==> src/i2cPkg.sv <==
/*
 * Shared types and constants for the keypad polling subsystem
 * Widths, keypad addresses, SCL divider, register map
 * Wishbone and I2C command/response structs, sequencer states
 */
package i2cPkg;

	// ----------------------------------------------------------
	// Widths with a meaning
	// ----------------------------------------------------------
	typedef logic [31:0] wbDataT;	// Wishbone data word
	typedef logic [1:0]  wbAdrT;	// Wishbone word address
	typedef logic [7:0]  i2cByteT;	// One byte on the I2C bus
	typedef logic [15:0] keyPairT;	// Left byte high, right byte low

	// ----------------------------------------------------------
	// Constants
	// ----------------------------------------------------------
	localparam logic [6:0] keyPadAdrsLeft  = 7'h02;
	localparam logic [6:0] keyPadAdrsRight = 7'h03;
	localparam i2cByteT    i2cBufLen       = 8'd2;	// Address + one data byte
	localparam int         sclQuarter      = 4;	// Sys clocks per quarter SCL
	localparam int         quarterCntW     = $clog2(sclQuarter);

	// Register map, word index
	localparam wbAdrT regCtrl   = 2'd0;	// bit0 start/enable
	localparam wbAdrT regStatus = 2'd1;	// bit0 busy, bit1 nack sticky
	localparam wbAdrT regKeys   = 2'd2;	// keyPairT in low half

	// ----------------------------------------------------------
	// Bundles
	// ----------------------------------------------------------
	typedef struct packed {
		logic   cyc;
		logic   stb;
		logic   we;
		wbAdrT  adr;
		wbDataT datW;
	} wbReqT;

	typedef struct packed {
		logic   ack;
		wbDataT datR;
	} wbRspT;

	typedef struct packed {
		logic    en;		// Run transactions while high
		logic    triState;	// 0 send, 1 receive
		i2cByteT sendByte;	// Address byte with read bit
		i2cByteT bufLen;	// Bytes per transaction
	} i2cCmdT;

	typedef struct packed {
		logic    bufVd;		// Pulse after STOP
		logic    byteVd;	// Pulse after ninth SCL
		i2cByteT rxByte;	// Last received byte
		logic    nack;		// Pulse on address NACK
	} i2cRspT;

	typedef enum logic [1:0] {devStop, devKeyLeft, devKeyRight, devComp} devSelT;

endpackage
==> src/keyPadTop.sv <==
/*
 * Keypad polling top level
 * Register block, poll sequencer and I2C master
 */
`timescale 1ns/1ps

module keyPadTop
	import i2cPkg::*;
(
	input  logic  iSysClk,
	input  logic  reset,
	input  wbReqT wbReq,
	output wbRspT wbRsp,
	output logic  sclLow,
	output logic  sdaLow,
	input  logic  sdaIn
);

	logic    pollEn;
	logic    pollDone;
	logic    nackEvt;
	keyPairT keys;
	i2cCmdT  cmd;
	i2cRspT  rsp;

	// Host side
	wbCsr uCsr (
		.iSysClk  (iSysClk),
		.reset    (reset),
		.wbReq    (wbReq),
		.wbRsp    (wbRsp),
		.pollEn   (pollEn),
		.pollDone (pollDone),
		.nackEvt  (nackEvt),
		.keys     (keys)
	);

	// Left then right keypad
	i2cMasterMux uMux (
		.iSysClk  (iSysClk),
		.reset    (reset),
		.pollEn   (pollEn),
		.pollDone (pollDone),
		.cmd      (cmd),
		.rsp      (rsp),
		.keys     (keys),
		.nackEvt  (nackEvt)
	);

	// Open-drain pin side
	i2cMaster uMaster (
		.iSysClk (iSysClk),
		.reset   (reset),
		.cmd     (cmd),
		.rsp     (rsp),
		.sclLow  (sclLow),
		.sdaLow  (sdaLow),
		.sdaIn   (sdaIn)
	);

endmodule

==> src/i2cMaster.sv <==
/*
 * Bit-level I2C master
 * Quarter-period SCL divider, START/STOP, MSB-first byte shift
 * ACK sampling, NACK on the last received byte, open-drain pins
 */
`timescale 1ns/1ps

module i2cMaster
	import i2cPkg::*;
(
	input  logic   iSysClk,
	input  logic   reset,
	input  i2cCmdT cmd,
	output i2cRspT rsp,
	output logic   sclLow,		// Drive SCL low
	output logic   sdaLow,		// Drive SDA low
	input  logic   sdaIn
);

	typedef enum logic [2:0] {msIdle, msStart, msBit, msAck, msStop, msGap} bitStateT;

	bitStateT               bitState;
	logic [quarterCntW-1:0] qCnt;
	logic                   qTick;
	logic [1:0]             phase;		// Quarter within a bit
	logic [2:0]             bitCnt;
	i2cByteT                byteCnt;
	logic                   rxMode;		// Direction of current byte
	logic                   lastByte;
	logic                   sclNext;
	logic                   sdaNext;
	logic                   sampBit;
	i2cByteT                shReg;
	i2cByteT                rxByteR;
	logic                   byteVdR;
	logic                   bufVdR;
	logic                   nackR;

	assign qTick    = (qCnt == quarterCntW'(sclQuarter - 1));
	assign lastByte = (byteCnt == cmd.bufLen - 8'd1);
	assign rsp      = '{bufVd: bufVdR, byteVd: byteVdR, rxByte: rxByteR, nack: nackR};

	// ----------------------------------------------------------
	// Pin decode, quarters 0 and 3 hold SCL low
	// ----------------------------------------------------------
	always_comb
	begin
		sclNext = 1'b0;
		sdaNext = 1'b0;
		case (bitState)
			msStart:
			begin
				sclNext = (phase == 2'd3);
				sdaNext = (phase != 2'd0);	// SDA falls with SCL high
			end
			msBit:
			begin
				sclNext = (phase == 2'd0) || (phase == 2'd3);
				sdaNext = ~rxMode & ~shReg[7];	// Released when receiving
			end
			msAck:
			begin
				sclNext = (phase == 2'd0) || (phase == 2'd3);
				sdaNext = rxMode & ~lastByte;	// NACK the last byte
			end
			msStop:
			begin
				sclNext = (phase == 2'd0);
				sdaNext = (phase != 2'd3);	// SDA rises with SCL high
			end
			default: ;				// Bus released
		endcase
	end

	// ----------------------------------------------------------
	// Bit sequencer
	// ----------------------------------------------------------
	always_ff @(posedge iSysClk)
	begin
		if (reset)
		begin
			bitState <= msIdle;
			qCnt     <= '0;
			phase    <= '0;
			bitCnt   <= '0;
			byteCnt  <= '0;
			rxMode   <= 1'b0;
			sclLow   <= 1'b0;
			sdaLow   <= 1'b0;
			byteVdR  <= 1'b0;
			bufVdR   <= 1'b0;
			nackR    <= 1'b0;
		end
		else
		begin
			sclLow  <= sclNext;
			sdaLow  <= sdaNext;
			byteVdR <= 1'b0;
			bufVdR  <= 1'b0;
			nackR   <= 1'b0;
			qCnt    <= (bitState == msIdle || qTick) ? '0 : qCnt + 1'b1;

			if (bitState == msIdle)
			begin
				phase <= '0;
				if (cmd.en)
				begin
					bitState <= msStart;
					byteCnt  <= '0;
				end
			end
			else if (qTick)
			begin
				phase <= phase + 2'd1;
				case (bitState)
					msStart:
					begin
						if (phase == 2'd3)
						begin
							bitState <= msBit;
							bitCnt   <= '0;
							rxMode   <= cmd.triState;
						end
					end
					msBit:
					begin
						if (phase == 2'd3)
						begin
							bitCnt <= bitCnt + 3'd1;	// Wraps to 0 after eight
							if (bitCnt == 3'd7)
								bitState <= msAck;
						end
					end
					msAck:
					begin
						case (phase)
							2'd1: nackR <= ~rxMode & sdaIn;	// Address not acked
							2'd2: byteVdR <= 1'b1;
							2'd3:
							begin
								if (lastByte)
									bitState <= msStop;
								else
								begin
									bitState <= msBit;
									byteCnt  <= byteCnt + 8'd1;
									rxMode   <= cmd.triState;	// Toggled after byteVd
								end
							end
							default: ;
						endcase
					end
					msStop:
					begin
						if (phase == 2'd3)
						begin
							bitState <= msGap;
							bufVdR   <= 1'b1;
						end
					end
					default: bitState <= msIdle;	// One bus-free quarter
				endcase
			end
		end
	end

	// Shift register and sampled data
	always_ff @(posedge iSysClk)
	begin
		if (bitState == msIdle && cmd.en)
			shReg <= cmd.sendByte;
		else if (qTick && bitState == msAck && phase == 2'd3)
			shReg <= cmd.sendByte;
		else if (qTick && bitState == msBit && phase == 2'd3)
			shReg <= {shReg[6:0], sampBit};	// MSB out, new bit in

		if (qTick && bitState == msBit && phase == 2'd1)
			sampBit <= sdaIn;			// SCL high midpoint

		if (qTick && bitState == msAck && phase == 2'd2 && rxMode)
			rxByteR <= shReg;
	end

endmodule

==> src/i2cMasterMux.sv <==
/*
 * Keypad poll sequencer
 * Steps left then right keypad, feeds the I2C master its command
 * Gathers received bytes into the key word
 */
`timescale 1ns/1ps

module i2cMasterMux
	import i2cPkg::*;
(
	input  logic    iSysClk,
	input  logic    reset,
	input  logic    pollEn,
	output logic    pollDone,
	output i2cCmdT  cmd,
	input  i2cRspT  rsp,
	output keyPairT keys,
	output logic    nackEvt
);

	devSelT  devSel;
	logic    enR;
	logic    triR;
	logic    doneR;
	i2cByteT sendR;
	keyPairT keyR;

	// Fixed two-byte transfer
	assign cmd      = '{en: enR, triState: triR, sendByte: sendR, bufLen: i2cBufLen};
	assign pollDone = doneR;
	assign keys     = keyR;
	assign nackEvt  = rsp.nack;		// Straight to sticky flag

	// ----------------------------------------------------------
	// Device select
	// ----------------------------------------------------------
	always_ff @(posedge iSysClk)
	begin
		if (reset)
		begin
			devSel <= devStop;
			enR    <= 1'b0;
			triR   <= 1'b0;
			doneR  <= 1'b0;
			keyR   <= '0;
		end
		else
		begin
			case (devSel)
				devStop:     if (pollEn) devSel <= devKeyLeft;
				devKeyLeft:  if (rsp.bufVd) devSel <= devKeyRight;
				devKeyRight: if (rsp.bufVd) devSel <= devComp;
				devComp:     if (!pollEn) devSel <= devStop;	// Wait for CSR release
				default:     devSel <= devStop;
			endcase

			// Master enable lags the state by one cycle
			enR   <= (devSel == devKeyLeft) || (devSel == devKeyRight);
			doneR <= (devSel == devKeyRight) && rsp.bufVd;	// Entering devComp

			// First byte sends, second receives
			if (!enR)
				triR <= 1'b0;
			else if (rsp.byteVd)
				triR <= ~triR;

			if (rsp.bufVd)
				keyR <= {keyR[7:0], rsp.rxByte};	// Left ends up high
		end
	end

	// Address byte with read bit set
	always_ff @(posedge iSysClk)
	begin
		case (devSel)
			devKeyLeft:  sendR <= {keyPadAdrsLeft, 1'b1};
			devKeyRight: sendR <= {keyPadAdrsRight, 1'b1};
			default:     sendR <= sendR;
		endcase
	end

endmodule

==> src/wbCsr.sv <==
/*
 * Wishbone classic register block
 * Control, status and key registers, single-cycle ack
 * Poll enable and sticky NACK flag
 */
`timescale 1ns/1ps

module wbCsr
	import i2cPkg::*;
(
	input  logic    iSysClk,
	input  logic    reset,
	input  wbReqT   wbReq,
	output wbRspT   wbRsp,
	output logic    pollEn,		// Doubles as busy
	input  logic    pollDone,
	input  logic    nackEvt,
	input  keyPairT keys
);

	logic   ackR;
	wbDataT datR;
	logic   nackSticky;
	logic   access;			// New strobe, ack not yet given
	logic   wrEn;

	assign access = wbReq.cyc & wbReq.stb & ~ackR;
	assign wrEn   = access & wbReq.we;
	assign wbRsp  = '{ack: ackR, datR: datR};

	// ----------------------------------------------------------
	// Handshake and control state
	// ----------------------------------------------------------
	always_ff @(posedge iSysClk)
	begin
		if (reset)
		begin
			ackR       <= 1'b0;
			pollEn     <= 1'b0;
			nackSticky <= 1'b0;
		end
		else
		begin
			ackR <= access;			// High for exactly one cycle

			// Start ignored while a poll runs
			if (pollDone)
				pollEn <= 1'b0;
			else if (wrEn && wbReq.adr == regCtrl && wbReq.datW[0])
				pollEn <= 1'b1;

			if (nackEvt)
				nackSticky <= 1'b1;	// Set wins over clear
			else if (wrEn && wbReq.adr == regStatus && wbReq.datW[1])
				nackSticky <= 1'b0;	// Write one to clear
		end
	end

	// Read data, valid with ack
	always_ff @(posedge iSysClk)
	begin
		if (access)
		begin
			case (wbReq.adr)
				regCtrl:   datR <= {31'd0, pollEn};
				regStatus: datR <= {30'd0, nackSticky, pollEn};
				regKeys:   datR <= {16'd0, keys};
				default:   datR <= '0;
			endcase
		end
	end

endmodule

==> config.mk <==
export PLATFORM = sky130hd
export DESIGN_NAME = keyPadTop
export DESIGN_NICKNAME = d
export VERILOG_FILES = /design/src/i2cPkg.sv /design/src/keyPadTop.sv /design/src/i2cMaster.sv /design/src/i2cMasterMux.sv /design/src/wbCsr.sv
export SDC_FILE = /design/constraint.sdc
export NUM_CORES = 1
export LEC_CHECK = 0
export BUFFER_PORTS_ARGS = -buffer_cell sky130_fd_sc_hd__buf_2
export CAP_MARGIN = 25
export CORE_MARGIN = 8
export CORE_UTILIZATION = 49
export DETAILED_ROUTE_END_ITERATION = 16
export GPL_ROUTABILITY_DRIVEN = 0
export GPL_TIMING_DRIVEN = 1
export PLACE_DENSITY = 0.75
export SYNTH_ARGS = -nofsm -noshare
export SYNTH_HDL_FRONTEND = slang
export SYNTH_SLANG_ARGS = --single-unit
==> constraint.sdc <==
create_clock -name iSysClk -period 1.9 [get_ports iSysClk]
set_input_delay 0.38 -clock iSysClk [delete_from_list [all_inputs] [get_ports iSysClk]]
set_output_delay 0.38 -clock iSysClk [all_outputs]
set_load 0.05 [all_outputs]
-- Word-level counts from Yosys, hierarchy flattened
Index checks and enable logic that the tools add are counted.
W data, S select, Z words.
- output and inout port bits: 35
- input bits: 40
- bits in registers: 105
- reduce and logical (&&, ||, !) cells: 42
- $add $sub $neg: 4
- equal/unequal tests: 31
- mux-type cells: 39
- bitwise operators: 17
- operator list (operator ; count):
    $mux W8 ; 9
    $pmux W16 S3 ; 1
    $mux W3 ; 11
    $pmux W8 S2 ; 1
    $reduce_bool A2 Y1 ; 8
    $ne A3 B1 Y1 const B ; 5
    $logic_and A1 B1 Y1 ; 13
    $eq A2 B2 Y1 const B ; 6
    $ne A2 B2 Y1 const B ; 6
    $pmux W3 S4 ; 1
    $not A1 Y1 ; 11
    $ne A2 B1 Y1 const B ; 5
    $reduce_and A5 Y1 ; 2
    $reduce_or A2 Y1 ; 5
    $add A8 B1 Y8 const B ; 1
    $eq A8 B1 Y1 const B ; 1
    $mux W2 ; 4
    $pmux W2 S4 ; 1
    $reduce_or A4 Y1 ; 2
    $mux W1 ; 7
    $reduce_and A7 Y1 ; 1
    $and A1 B1 Y1 ; 6
    $eq A2 B1 Y1 const B ; 3
    $eq A3 B2 Y1 const B ; 2
    15 further kinds ; 21

-- Logic depth before layout (Yosys ltp)
Gate-level depths: netlist of run 1.
- depth in word-level cells: 7
- depth in mapped cells: 7
- depth with buffers taken out: 6

-- Modules after synthesis
A second synthesis of run 1 with hierarchy kept.
- cells, all modules: 387
- area, all modules: 4058.9 um^2
- modules (own cells, without submodules) (module ; times used ; area each (um^2) ; cells each):
    i2cMaster ; 1 ; 2180.8 ; 223
    i2cMasterMux ; 1 ; 1018.5 ; 98
    wbCsr ; 1 ; 859.6 ; 66

-- Least setup slack after synthesis of run 1
Ideal clock, no wire load.
- path kind: register -> register
- start point: register uMaster.byteCnt[0]
- end point: register uMaster.bitState[2]
- data arrival time: 1741 ps
- setup time: 69 ps
- slack: 90 ps
- clock period less this slack: 1810 ps
- cell stages (with the launch flop): 6
- buffers on the path: 0
- cells stage by stage: dfxtp_1 > ha_1 > or4b_4 > or2_1 > or4_1 > o21ai_1
- longest elaborated chain between the ends: 6
- RTL lines (element ; RTL line ; RTL):
    start: declaration ; i2cMaster.sv:27 ; i2cByteT byteCnt;
    start signal: assignment ; i2cMaster.sv:146 ; byteCnt <= byteCnt + 8'd1;
    $eq A8 B1 Y1 ; i2cMaster.sv:40 ; assign lastByte = (byteCnt == cmd.bufLen - 8'd1);
    $mux W3 ; i2cMaster.sv:141 ; if (lastByte)
    $mux W3 ; i2cMaster.sv:136 ; case (phase)
    $pmux W3 S4 ; i2cMaster.sv:115 ; case (bitState)
    $mux W3 ; i2cMaster.sv:112 ; else if (qTick)
    $mux W3 ; i2cMaster.sv:103 ; if (bitState == msIdle)
    end signal: assignment ; i2cMaster.sv:108 ; bitState <= msStart;
    end signal: assignment ; i2cMaster.sv:120 ; bitState <= msBit;
    end signal: assignment ; i2cMaster.sv:142 ; bitState <= msStop;
    end: declaration ; i2cMaster.sv:22 ; bitStateT bitState;
Every way passes these cells. The select of a mux whose other input is x is not followed.
A chain may end at the register's enable or synchronous reset.

-- Worst setup path after layout of run 1
- start point: register uMaster.byteCnt[1]
- end point: register uMaster.bitState[2]
Same word-level chain as after synthesis.

==> results of run 1 <==
[worst register-to-register path, delay by kind of cell (launching register included)]
family                   cells  cell delay [ps]
adder cells (fa/ha/maj)      1              140
buffers and inverters        1               50
AO/OA/AOI/OAI                1              140
AND/OR/NAND/NOR              3             1140
flip-flops                   1              320
[per-stage QoR]
stage	utilization, %	power [uW]	setup slack, ps
floorplan	-	2380	89.7
global placement	53.8	2460	112
detailed placement	53.8	2480	79.8
CTS	56.4	3670	57.3
global route	56.4	3800	14.6
finish	56.4	3650	65.8
[report_power, final]
group	internal, uW	switching, uW	total (uW)
clock network	511	700	1210
registers	1920	51.8	1980
logic	158	301	459
total	2590	1050	3650
[area by class of cell]
type | count | area, um^2 | share of cell area (%)
multi-input combinational | 224 | 1470 | 36.1
timing repair buffer | 46 | 275 | 6.76
clock buffer | 9 | 124 | 3.04
sequential | 82 | 1980 | 48.7
tap | 99 | 124 | 3.04
inverter | 8 | 30.0 | 0.738
clock inverter | 7 | 65.1 | 1.60
[synthesized netlist by cell type, types with 8 or more instances]
cell,number
nor2b_1,9
buf_4,17
clkbuf_1,13
nand3_1,11
edfxtp_1,34
mux2i_1,21
dfxtp_1,48
nand2_1,8
nor2_1,38
a21oi_1,10
and2_1,20
inv_1,8
nor3_1,8
ha_1,14
[metal layers]
| layer | vias to the layer above | track usage, % | routed length, um |
|---|---|---|---|
| met5 | - | 0 | 0 |
| met4 | 0 | 6.66 | 112 |
| met3 | 8 | 3.47 | 406 |
| met2 | 55 | 20.1 | 2840 |
| met1 | 1135 | 14.0 | 2760 |
| li1 | 1213 | - | - |
[layout by cell type, fill, tap and decap left out, types with 4 or more instances in the layout]
master | netlist | final
buf_2 | 3 | 28
inv_6 | 0 | 4
ha_1 | 14 | 14
a31oi_1 | 5 | 5
a21oi_1 | 10 | 10
nand2b_1 | 5 | 5
nand2_1 | 8 | 8
and2_1 | 20 | 20
clkbuf_8 | 0 | 9
dfxtp_1 | 48 | 47
a2bb2oi_1 | 4 | 4
nand3_1 | 11 | 11
nor3_1 | 8 | 8
inv_1 | 8 | 8
nor2_1 | 38 | 38
conb_1 | 1 | 16
mux2i_1 | 21 | 21
edfxtp_1 | 34 | 34
buf_4 | 17 | 18
nor2b_1 | 9 | 9
o21ai_0 | 4 | 4
[logic make-up (layout without fill, tap and decap cells)]
group / Yosys count / in the layout / synth area share [%]
compound gates: 43 / 43 / 8.26
buf+inv: 43 / 70 / 6.32
other cells: 1 / 16 / 0.104
flops: 82 / 82 / 54.7
fa+ha+maj: 14 / 14 / 4.84
xor+xnor: 3 / 3 / 0.726
simple gates: 126 / 126 / 18.9
mux: 22 / 22 / 6.11
[sequential cells by signal, summed over array words and instances, names as in the netlist, 2 cells and up]
name	flops
uMaster.bitCnt	3
uMaster.rxByteR	8
uMaster.phase	2
uMux.keys	16
uMaster.qCnt	2
uCsr.datR	16
uMaster.bitState	3
uMux.devSel	2
uMaster.byteCnt	8
uMaster.shReg	8
[path summary, 6_finish.rpt]
path / from / to / slack [ps] / depth (start not counted)
worst max-delay path: uMaster.byteCnt[1] / uMaster.bitState[2] / 70 / 6
worst min-delay path: sdaIn / uMaster.sampBit / 210 / 1
worst max register to register: uMaster.byteCnt[1] / uMaster.bitState[2] / 70 / 6
worst min register to register: uMux.pollDone / uCsr.pollEn / 400 / 1
==> run summary, run 1 <==
Cell Pwr Density: 896 nW/um^2
Finished Layout Cells: 475
Largest net degree at the start of global routing: 35
# rows: 31
CP required: 2200 ps
Slowest cell on crit path: or4b_4
Max-cap violations: 0
Synth warnings: 0
Grt ovf: 0
Worst Path Arrival: 2130 ps
Initial antenna violation count: 0
Final Max Tran Viols: 0
Vias/cell: 5.08
Cells after Synth: 334
H-tree depth: 3
Die H: 102 um
Post-Route WL: 6120 um
Min cycle time layout: 1830 ps
Async SR Flop Fraction: 0%
Unrepaired setup endpoints after global routing: no
Post-DP HPWL: 4390 um
CTS buffer count: 9
Vias in the first global route: 2251
Hold_ws: 213 ps
EDFF count, synth: 34
Register area share after synthesis: 54.7%
Dominant cell type by area after synthesis: edfxtp_1
Core ar.: 7210 um^2
CTS root buf: clkbuf_8
CP top delay family: simple AND/OR/NAND/NOR gates
Filler cells: 621
Post-CTS setup buffer count: 0
Worst-path fanout max: 4
Clock buffer depth: 2
Clk_skew: 6.58 ps
Setup CP Type: reg2reg
# diodes: 0
Max transition margin: 53.8%
Initial Util: 50.2%
Full die area: 10400 um^2
Bufs and invs on worst path: 1
WL/cell: 12.9 um
Clock net sink count: 82
Hold Crit Class: in2reg
Peak Freq: 545 MHz
Crit end category: flip-flop
Top cell type's share of synthesized area: 28.2%
Hold Vio Cnt, Final: 0
Synth Flop Type: dfxtp_1
Via Count: 2411
Avg Synthesized Cell Area: 10.8 um^2
Area Overhead vs Synth: 12.4%
# placed instances: 459
CTS tree: built
Initial DRC count: 115
Post-CTS sizing: 0
Crit-path cells: inv_1, ha_1, or4b_4, or2_1, or4_1, o21ai_1
DRT Pass-1 Iters: 4
Period utilisation layout: 96.5%
Die span in x: 102 um
Design area: 4070 um^2
Worst VDD drop: 446 uV
Synth Cell Area: 3620 um^2
Synth cell types: 54
Number of synthesized register bits: 82
DRC Markers: 0
Ratio of cells with drive above 1 in the final layout: 18.6%
Worst Tran Pin Value: 692 ps
LEAKAGE: 0.00156 uW
Skew-Pair Late Insertion Delay: 360 ps
TNS Setup: 0 ps
Outcome: finished clean
First-pass GRT wire length: 10100 um
Port Buf Inserts: 28
Synth top area cells: edfxtp_1 28%, dfxtp_1 27%, mux2i_1 5.8%
# setup viols final: 0
Reg clk slew, reported paths: 90 ps
CP startpoint kind: flip-flop
Post-cts hold buffer count: 0
Final ANT Viol Nets: 0
I/O pin cnt: 75
# nets final: 425
Critical Path Max Stage Delay: 480 ps
Dpl cell area: 3880 um^2
Tot GR Track Use: 12.2%
Note: power is estimated with default switching activity, not from simulation.
==> inputs of run 2 (changes only) <==
--- a/config.mk
+++ b/config.mk
@@ -8,11 +8,10 @@
 export BUFFER_PORTS_ARGS = -buffer_cell sky130_fd_sc_hd__buf_2
 export CAP_MARGIN = 25
 export CORE_MARGIN = 8
-export CORE_UTILIZATION = 49
+export CORE_UTILIZATION = 34
 export DETAILED_ROUTE_END_ITERATION = 16
 export GPL_ROUTABILITY_DRIVEN = 0
 export GPL_TIMING_DRIVEN = 1
-export PLACE_DENSITY = 0.75
 export SYNTH_ARGS = -nofsm -noshare
 export SYNTH_HDL_FRONTEND = slang
 export SYNTH_SLANG_ARGS = --single-unit
==> constraint.sdc (replaced) <==
create_clock -name iSysClk -period 1.8 [get_ports iSysClk]
set_input_delay 0.36 -clock iSysClk [delete_from_list [all_inputs] [get_ports iSysClk]]
set_output_delay 0.36 -clock iSysClk [all_outputs]
set_load 0.05 [all_outputs]
==> run 2 against run 1 <==
Compared with the run above: combinational power up 9.8%; global-route usage shrank 2.7 points; maximum frequency up 2.9%; clock power about the same; largest power group unchanged; via count increased by 1.7%; critical path depth unchanged.
==> run summary, run 2 (same netlist as run 1, synthesis figures left out) <==
Peak Freq: 561 MHz
Worst-path fanout max: 3
Clock net sink count: 82
Crit end category: flip-flop
Hold wc startpoint: sdaIn
Post-Route WL: 6470 um
Vias in the first global route: 2450
Reg clk slew, reported paths: 90 ps
Switching power: 1080 uW
DRC Markers: 0
Clock share of power: 32.3%
# rows: 37
# diodes: 0
Via Count: 2452
Min cycle time layout: 1780 ps
# setup viols final: 0
Initial antenna violation count: 0
# nets final: 437
Vias/cell: 4.68
Worst Path Arrival: 2070 ps
Die span in x: 119 um
Worst hold path stage count: 1
Final ANT Viol Nets: 0
Combinational share of power: 13.2%
Period utilisation layout: 99.0%
CTS root buf: clkbuf_8
First-pass GRT wire length: 11300 um
Outcome: finished clean
Max transition margin: 57.3%
Die H: 119 um
GR Util met3: 4.06%
Gr busiest metal: met2
Cell Pwr Density: 903 nW/um^2
Tot GR Track Use: 9.52%
Clock buffer depth: 2
FF-to-FF Start: uMaster.byteCnt[1]
Post-DP HPWL: 4740 um
Part of the power in registers: 54.4%
CTS buffer count: 9
Worst Tran Pin Value: 640 ps
Sw Ratio: 28.3%
Met1 GRT Util: 10.7%
CTS tree: built
Setup CP Type: reg2reg
Worst setup margin: 17.6 ps
Area Overhead vs Synth: 16.6%
I/O pin cnt: 75
Grt ovf: 0
Port Buf Inserts: 28
Largest net degree at the start of global routing: 27
CP startpoint kind: flip-flop
Placement Setup Slack: -17.9 ps
Core ar.: 10300 um^2
Ratio of cells with drive above 1 in the final layout: 22.4%
Skew-Pair Late Insertion Delay: 350 ps
WL/cell: 12.3 um
Full die area: 14200 um^2
Clk_skew: 6.16 ps
Hold Vio Cnt, Final: 0
Unrepaired setup endpoints after global routing: yes
H-tree depth: 3
Hold Crit Class: in2reg
DRT Pass-1 Iters: 5
Final Max Tran Viols: 0
Hold_ws: 207 ps
Grt met2 use: 16.1%
Worst VDD drop: 413 uV
Initial DRC count: 150
LEAKAGE: 0.00163 uW
Max-cap violations: 0
Internal power: 2730 uW
Most common cell after layout, fill and taps aside: dfxtp_1
Commonest cells after routing, fill and taps aside: 45 x dfxtp_1, 38 x nor2_1, 34 x edfxtp_1
Initial Util: 35.1%
Worst Setup SP: uMaster.byteCnt[1]
R2R cell count: 6
CP required: 2090 ps
run 2: area by class of cell:
cell class / count / area (um^2)
timing repair buffer: 58 / 365
tap: 136 / 170
clock buffer: 9 / 124
clock inverter: 7 / 58.8
fill: 1016 / 6100
multi-input combinational: 224 / 1490
inverter: 8 / 30.0
sequential: 82 / 1990
run 2: what timing repair did:
| item | CTS | global route |
|---|---|---|
| gates resized for setup | 1 | 8 |
| hold buffers | 0 | 0 |
| buffers inserted | 0 | 1 |
| endpoints found under the setup margin | 2 | 17 |
| pin swaps | 3 | 6 |
run 2: path summary, 6_finish.rpt:
kind / endpoint / slack (ps)
worst max-delay path: uMaster.bitState[2] / 20
worst min-delay path: uMaster.sampBit / 210
worst max register to register: uMaster.bitState[2] / 20
worst min register to register: uCsr.pollEn / 390
run 2: worst max-delay path, stage by stage (launching register included):
cell and delay [ps]:
dfxtp_2 330, inv_2 60, ha_4 120, or4b_4 460, or2_1 240, or4_1 400, o21ai_1 120
run 2: layer usage:
layer / wire length (um) / vias up
met3: 420 / 9
met2: 3110 / 59
li1: - / 1244
met4: 55 / 0
met5: 0 / -
met1: 2890 / 1140
run 2: through the flow:
stage | total power, uW | TNS, ps | area [um^2] | instances | util (%)
after floorplan | 2520 | 0 | 3680 | 349 | -
after global placement | 2610 | -6.11 | 4010 | 507 | 38.8
after detailed placement | 2620 | -17.9 | 4010 | 507 | 38.8
after CTS | 3880 | -5.19 | 4190 | 523 | 40.6
after global routing | 4020 | -182 | 4220 | 524 | 40.9
final | 3810 | 0 | 4220 | 524 | 40.9
run 2: power by group through the flow:
stage	logic (uW)	clock network, uW	registers (uW)
detailed placement	503	0	2120
floorplan	370	0	2150
CTS	505	1290	2080
global placement	493	0	2120
global route	561	1380	2090
finish	504	1230	2080
==> inputs of run 3 (changes only) <==
--- a/config.mk
+++ b/config.mk
@@ -12,6 +12,7 @@
 export DETAILED_ROUTE_END_ITERATION = 16
 export GPL_ROUTABILITY_DRIVEN = 0
 export GPL_TIMING_DRIVEN = 1
+export SETUP_SLACK_MARGIN = 0.15
 export SYNTH_ARGS = -nofsm -noshare
 export SYNTH_HDL_FRONTEND = slang
 export SYNTH_SLANG_ARGS = --single-unit
==> run 3 against run 2 <==
Compared with the run above: flip-flop and latch count unchanged; largest cell class unchanged; largest power group unchanged; clock skew up 2.0 ps; final area up 2.1%; critical path depth unchanged; highest routed layer unchanged; die area stayed put; sequential power hardly changed; final cell count is 0.76% lower; the flow now finishes with violations (negative setup slack); combinational power up 3%; worst hold slack better by 9.1 ps; utilization up 0.87 points.
==> run summary, run 3 (same netlist as run 1, synthesis figures left out) <==
Hold Vio Cnt, Final: 0
Crit end category: flip-flop
First-pass GRT wire length: 11400 um
CP startpoint kind: flip-flop
Most common cell after layout, fill and taps aside: dfxtp_1
Worst-path fanout max: 4
Via Count: 2424
Port Buf Inserts: 28
Post-cts hold buffer count: 0
Finished Layout Cells: 520
Final ANT Viol Nets: 0
Final Max Tran Viols: 0
Vias/cell: 4.66
Reg clk slew, reported paths: 80 ps
Final core utilization: 41.8%
Largest net degree at the start of global routing: 27
FF+latch area: 1990 um^2
Max-cap violations: 0
Core ar.: 10300 um^2
Unrepaired setup endpoints after global routing: yes
Filler cells: 995
Setup CP Type: reg2reg
Commonest cells after routing, fill and taps aside: 42 x dfxtp_1, 37 x nor2_1, 34 x edfxtp_1
Max transition margin: 55.8%
Min cycle time layout: 1810 ps
Period utilisation layout: 101%
Area Overhead vs Synth: 19.1%
Outcome: finished, violations left
# placed instances: 501
# nets final: 433
Worst Path Arrival: 2090 ps
Worst Tran Pin Value: 661 ps
Clock net sink count: 82
H-tree depth: 3
CP required: 2080 ps
CTS root buf: clkbuf_8
DRC Markers: 0
# diodes: 0
# rows: 37
Initial antenna violation count: 0
Clock buffer depth: 2
LEAKAGE: 0.00162 uW
Full die area: 14200 um^2
CTS buffer count: 9
Clk_skew: 8.21 ps
Post-DP HPWL: 4680 um
Peak Freq: 552 MHz
Skew-Pair Late Insertion Delay: 350 ps
Initial DRC count: 139
Worst VDD drop: 323 uV
Grt ovf: 0
CTS tree: built
Ratio of cells with drive above 1 in the final layout: 25.5%
Post-Route WL: 6520 um
WL/cell: 12.5 um
# setup viols final: 1
Tot GR Track Use: 9.64%
Cell Pwr Density: 911 nW/um^2
I/O pin cnt: 75
Hold Crit Class: in2reg
Die H: 119 um
Violated checks: negative setup slack
Initial Util: 35.1%
Die span in x: 119 um
Multi-input logic area: 1580 um^2
Vias in the first global route: 2496
Worst setup margin: -12.4 ps
DRT Pass-1 Iters: 4
==> run 3: critical path, stage by stage, from the launching register on <==
cell	delay (ps)
dfxtp_2	330
inv_2	60
ha_4	110
or4b_4	480
or2_4	260
or4_4	400
o21ai_1	110
==> run 3: worst paths after layout <==
check	startpoint	endpoint	slack (ps)	depth (start not counted)
setup reg to reg	uMaster.byteCnt[1]	uMaster.bitState[2]	-10	6
hold reg to reg	uMux.pollDone	uCsr.pollEn	390	1
hold / removal	sdaIn	uMaster.sampBit	220	1
setup / recovery	uMaster.byteCnt[1]	uMaster.bitState[2]	-10	6
==> run 3: final cells by class <==
| cell class | count | share of cell area, % |
|---|---|---|
| Sequential cell | 82 | 46.1 |
| Multi-Input combinational cell | 224 | 36.6 |
| Inverter | 8 | 0.696 |
| Timing Repair Buffer | 54 | 8.03 |
| Tap cell | 136 | 3.94 |
| Clock buffer | 9 | 2.87 |
| Clock inverter | 7 | 1.77 |
==> run 3: stage by stage <==
stage	setup TNS (ps)	hold slack, ps	cell area, um^2	setup WS, ps	total power (uW)
global route	-197	184	4310	-77.1	4130
detailed placement	-39.5	383	4000	-39.5	2640
finish	-12.4	216	4310	-12.4	3930
floorplan	0	373	3720	64.8	2520
global placement	-20.8	379	4000	-20.8	2620
CTS	-18.4	193	4290	-18.4	3990
==> run 3: report_power, final <==
| part | internal, uW | switching (uW) |
|---|---|---|
| logic | 184 | 333 |
| clock network | 653 | 677 |
| registers | 2030 | 50.7 |
| total | 2870 | 1060 |
==> run 3: what timing repair did <==
| item | CTS | global route |
|---|---|---|
| endpoints found under the setup margin | 19 | 21 |
| pin swaps | 5 | 4 |
| gates resized for setup | 15 | 5 |
| buffers inserted | 2 | 1 |
==> run 3: layer usage <==
layer / up-vias / wire length [um] / track usage (%)
met5: - / 0 / 0
met4: 0 / 73 / 2.53
met3: 9 / 379 / 4.30
met2: 47 / 3120 / 16.0
met1: 1137 / 2960 / 11.1
li1: 1231 / - / -
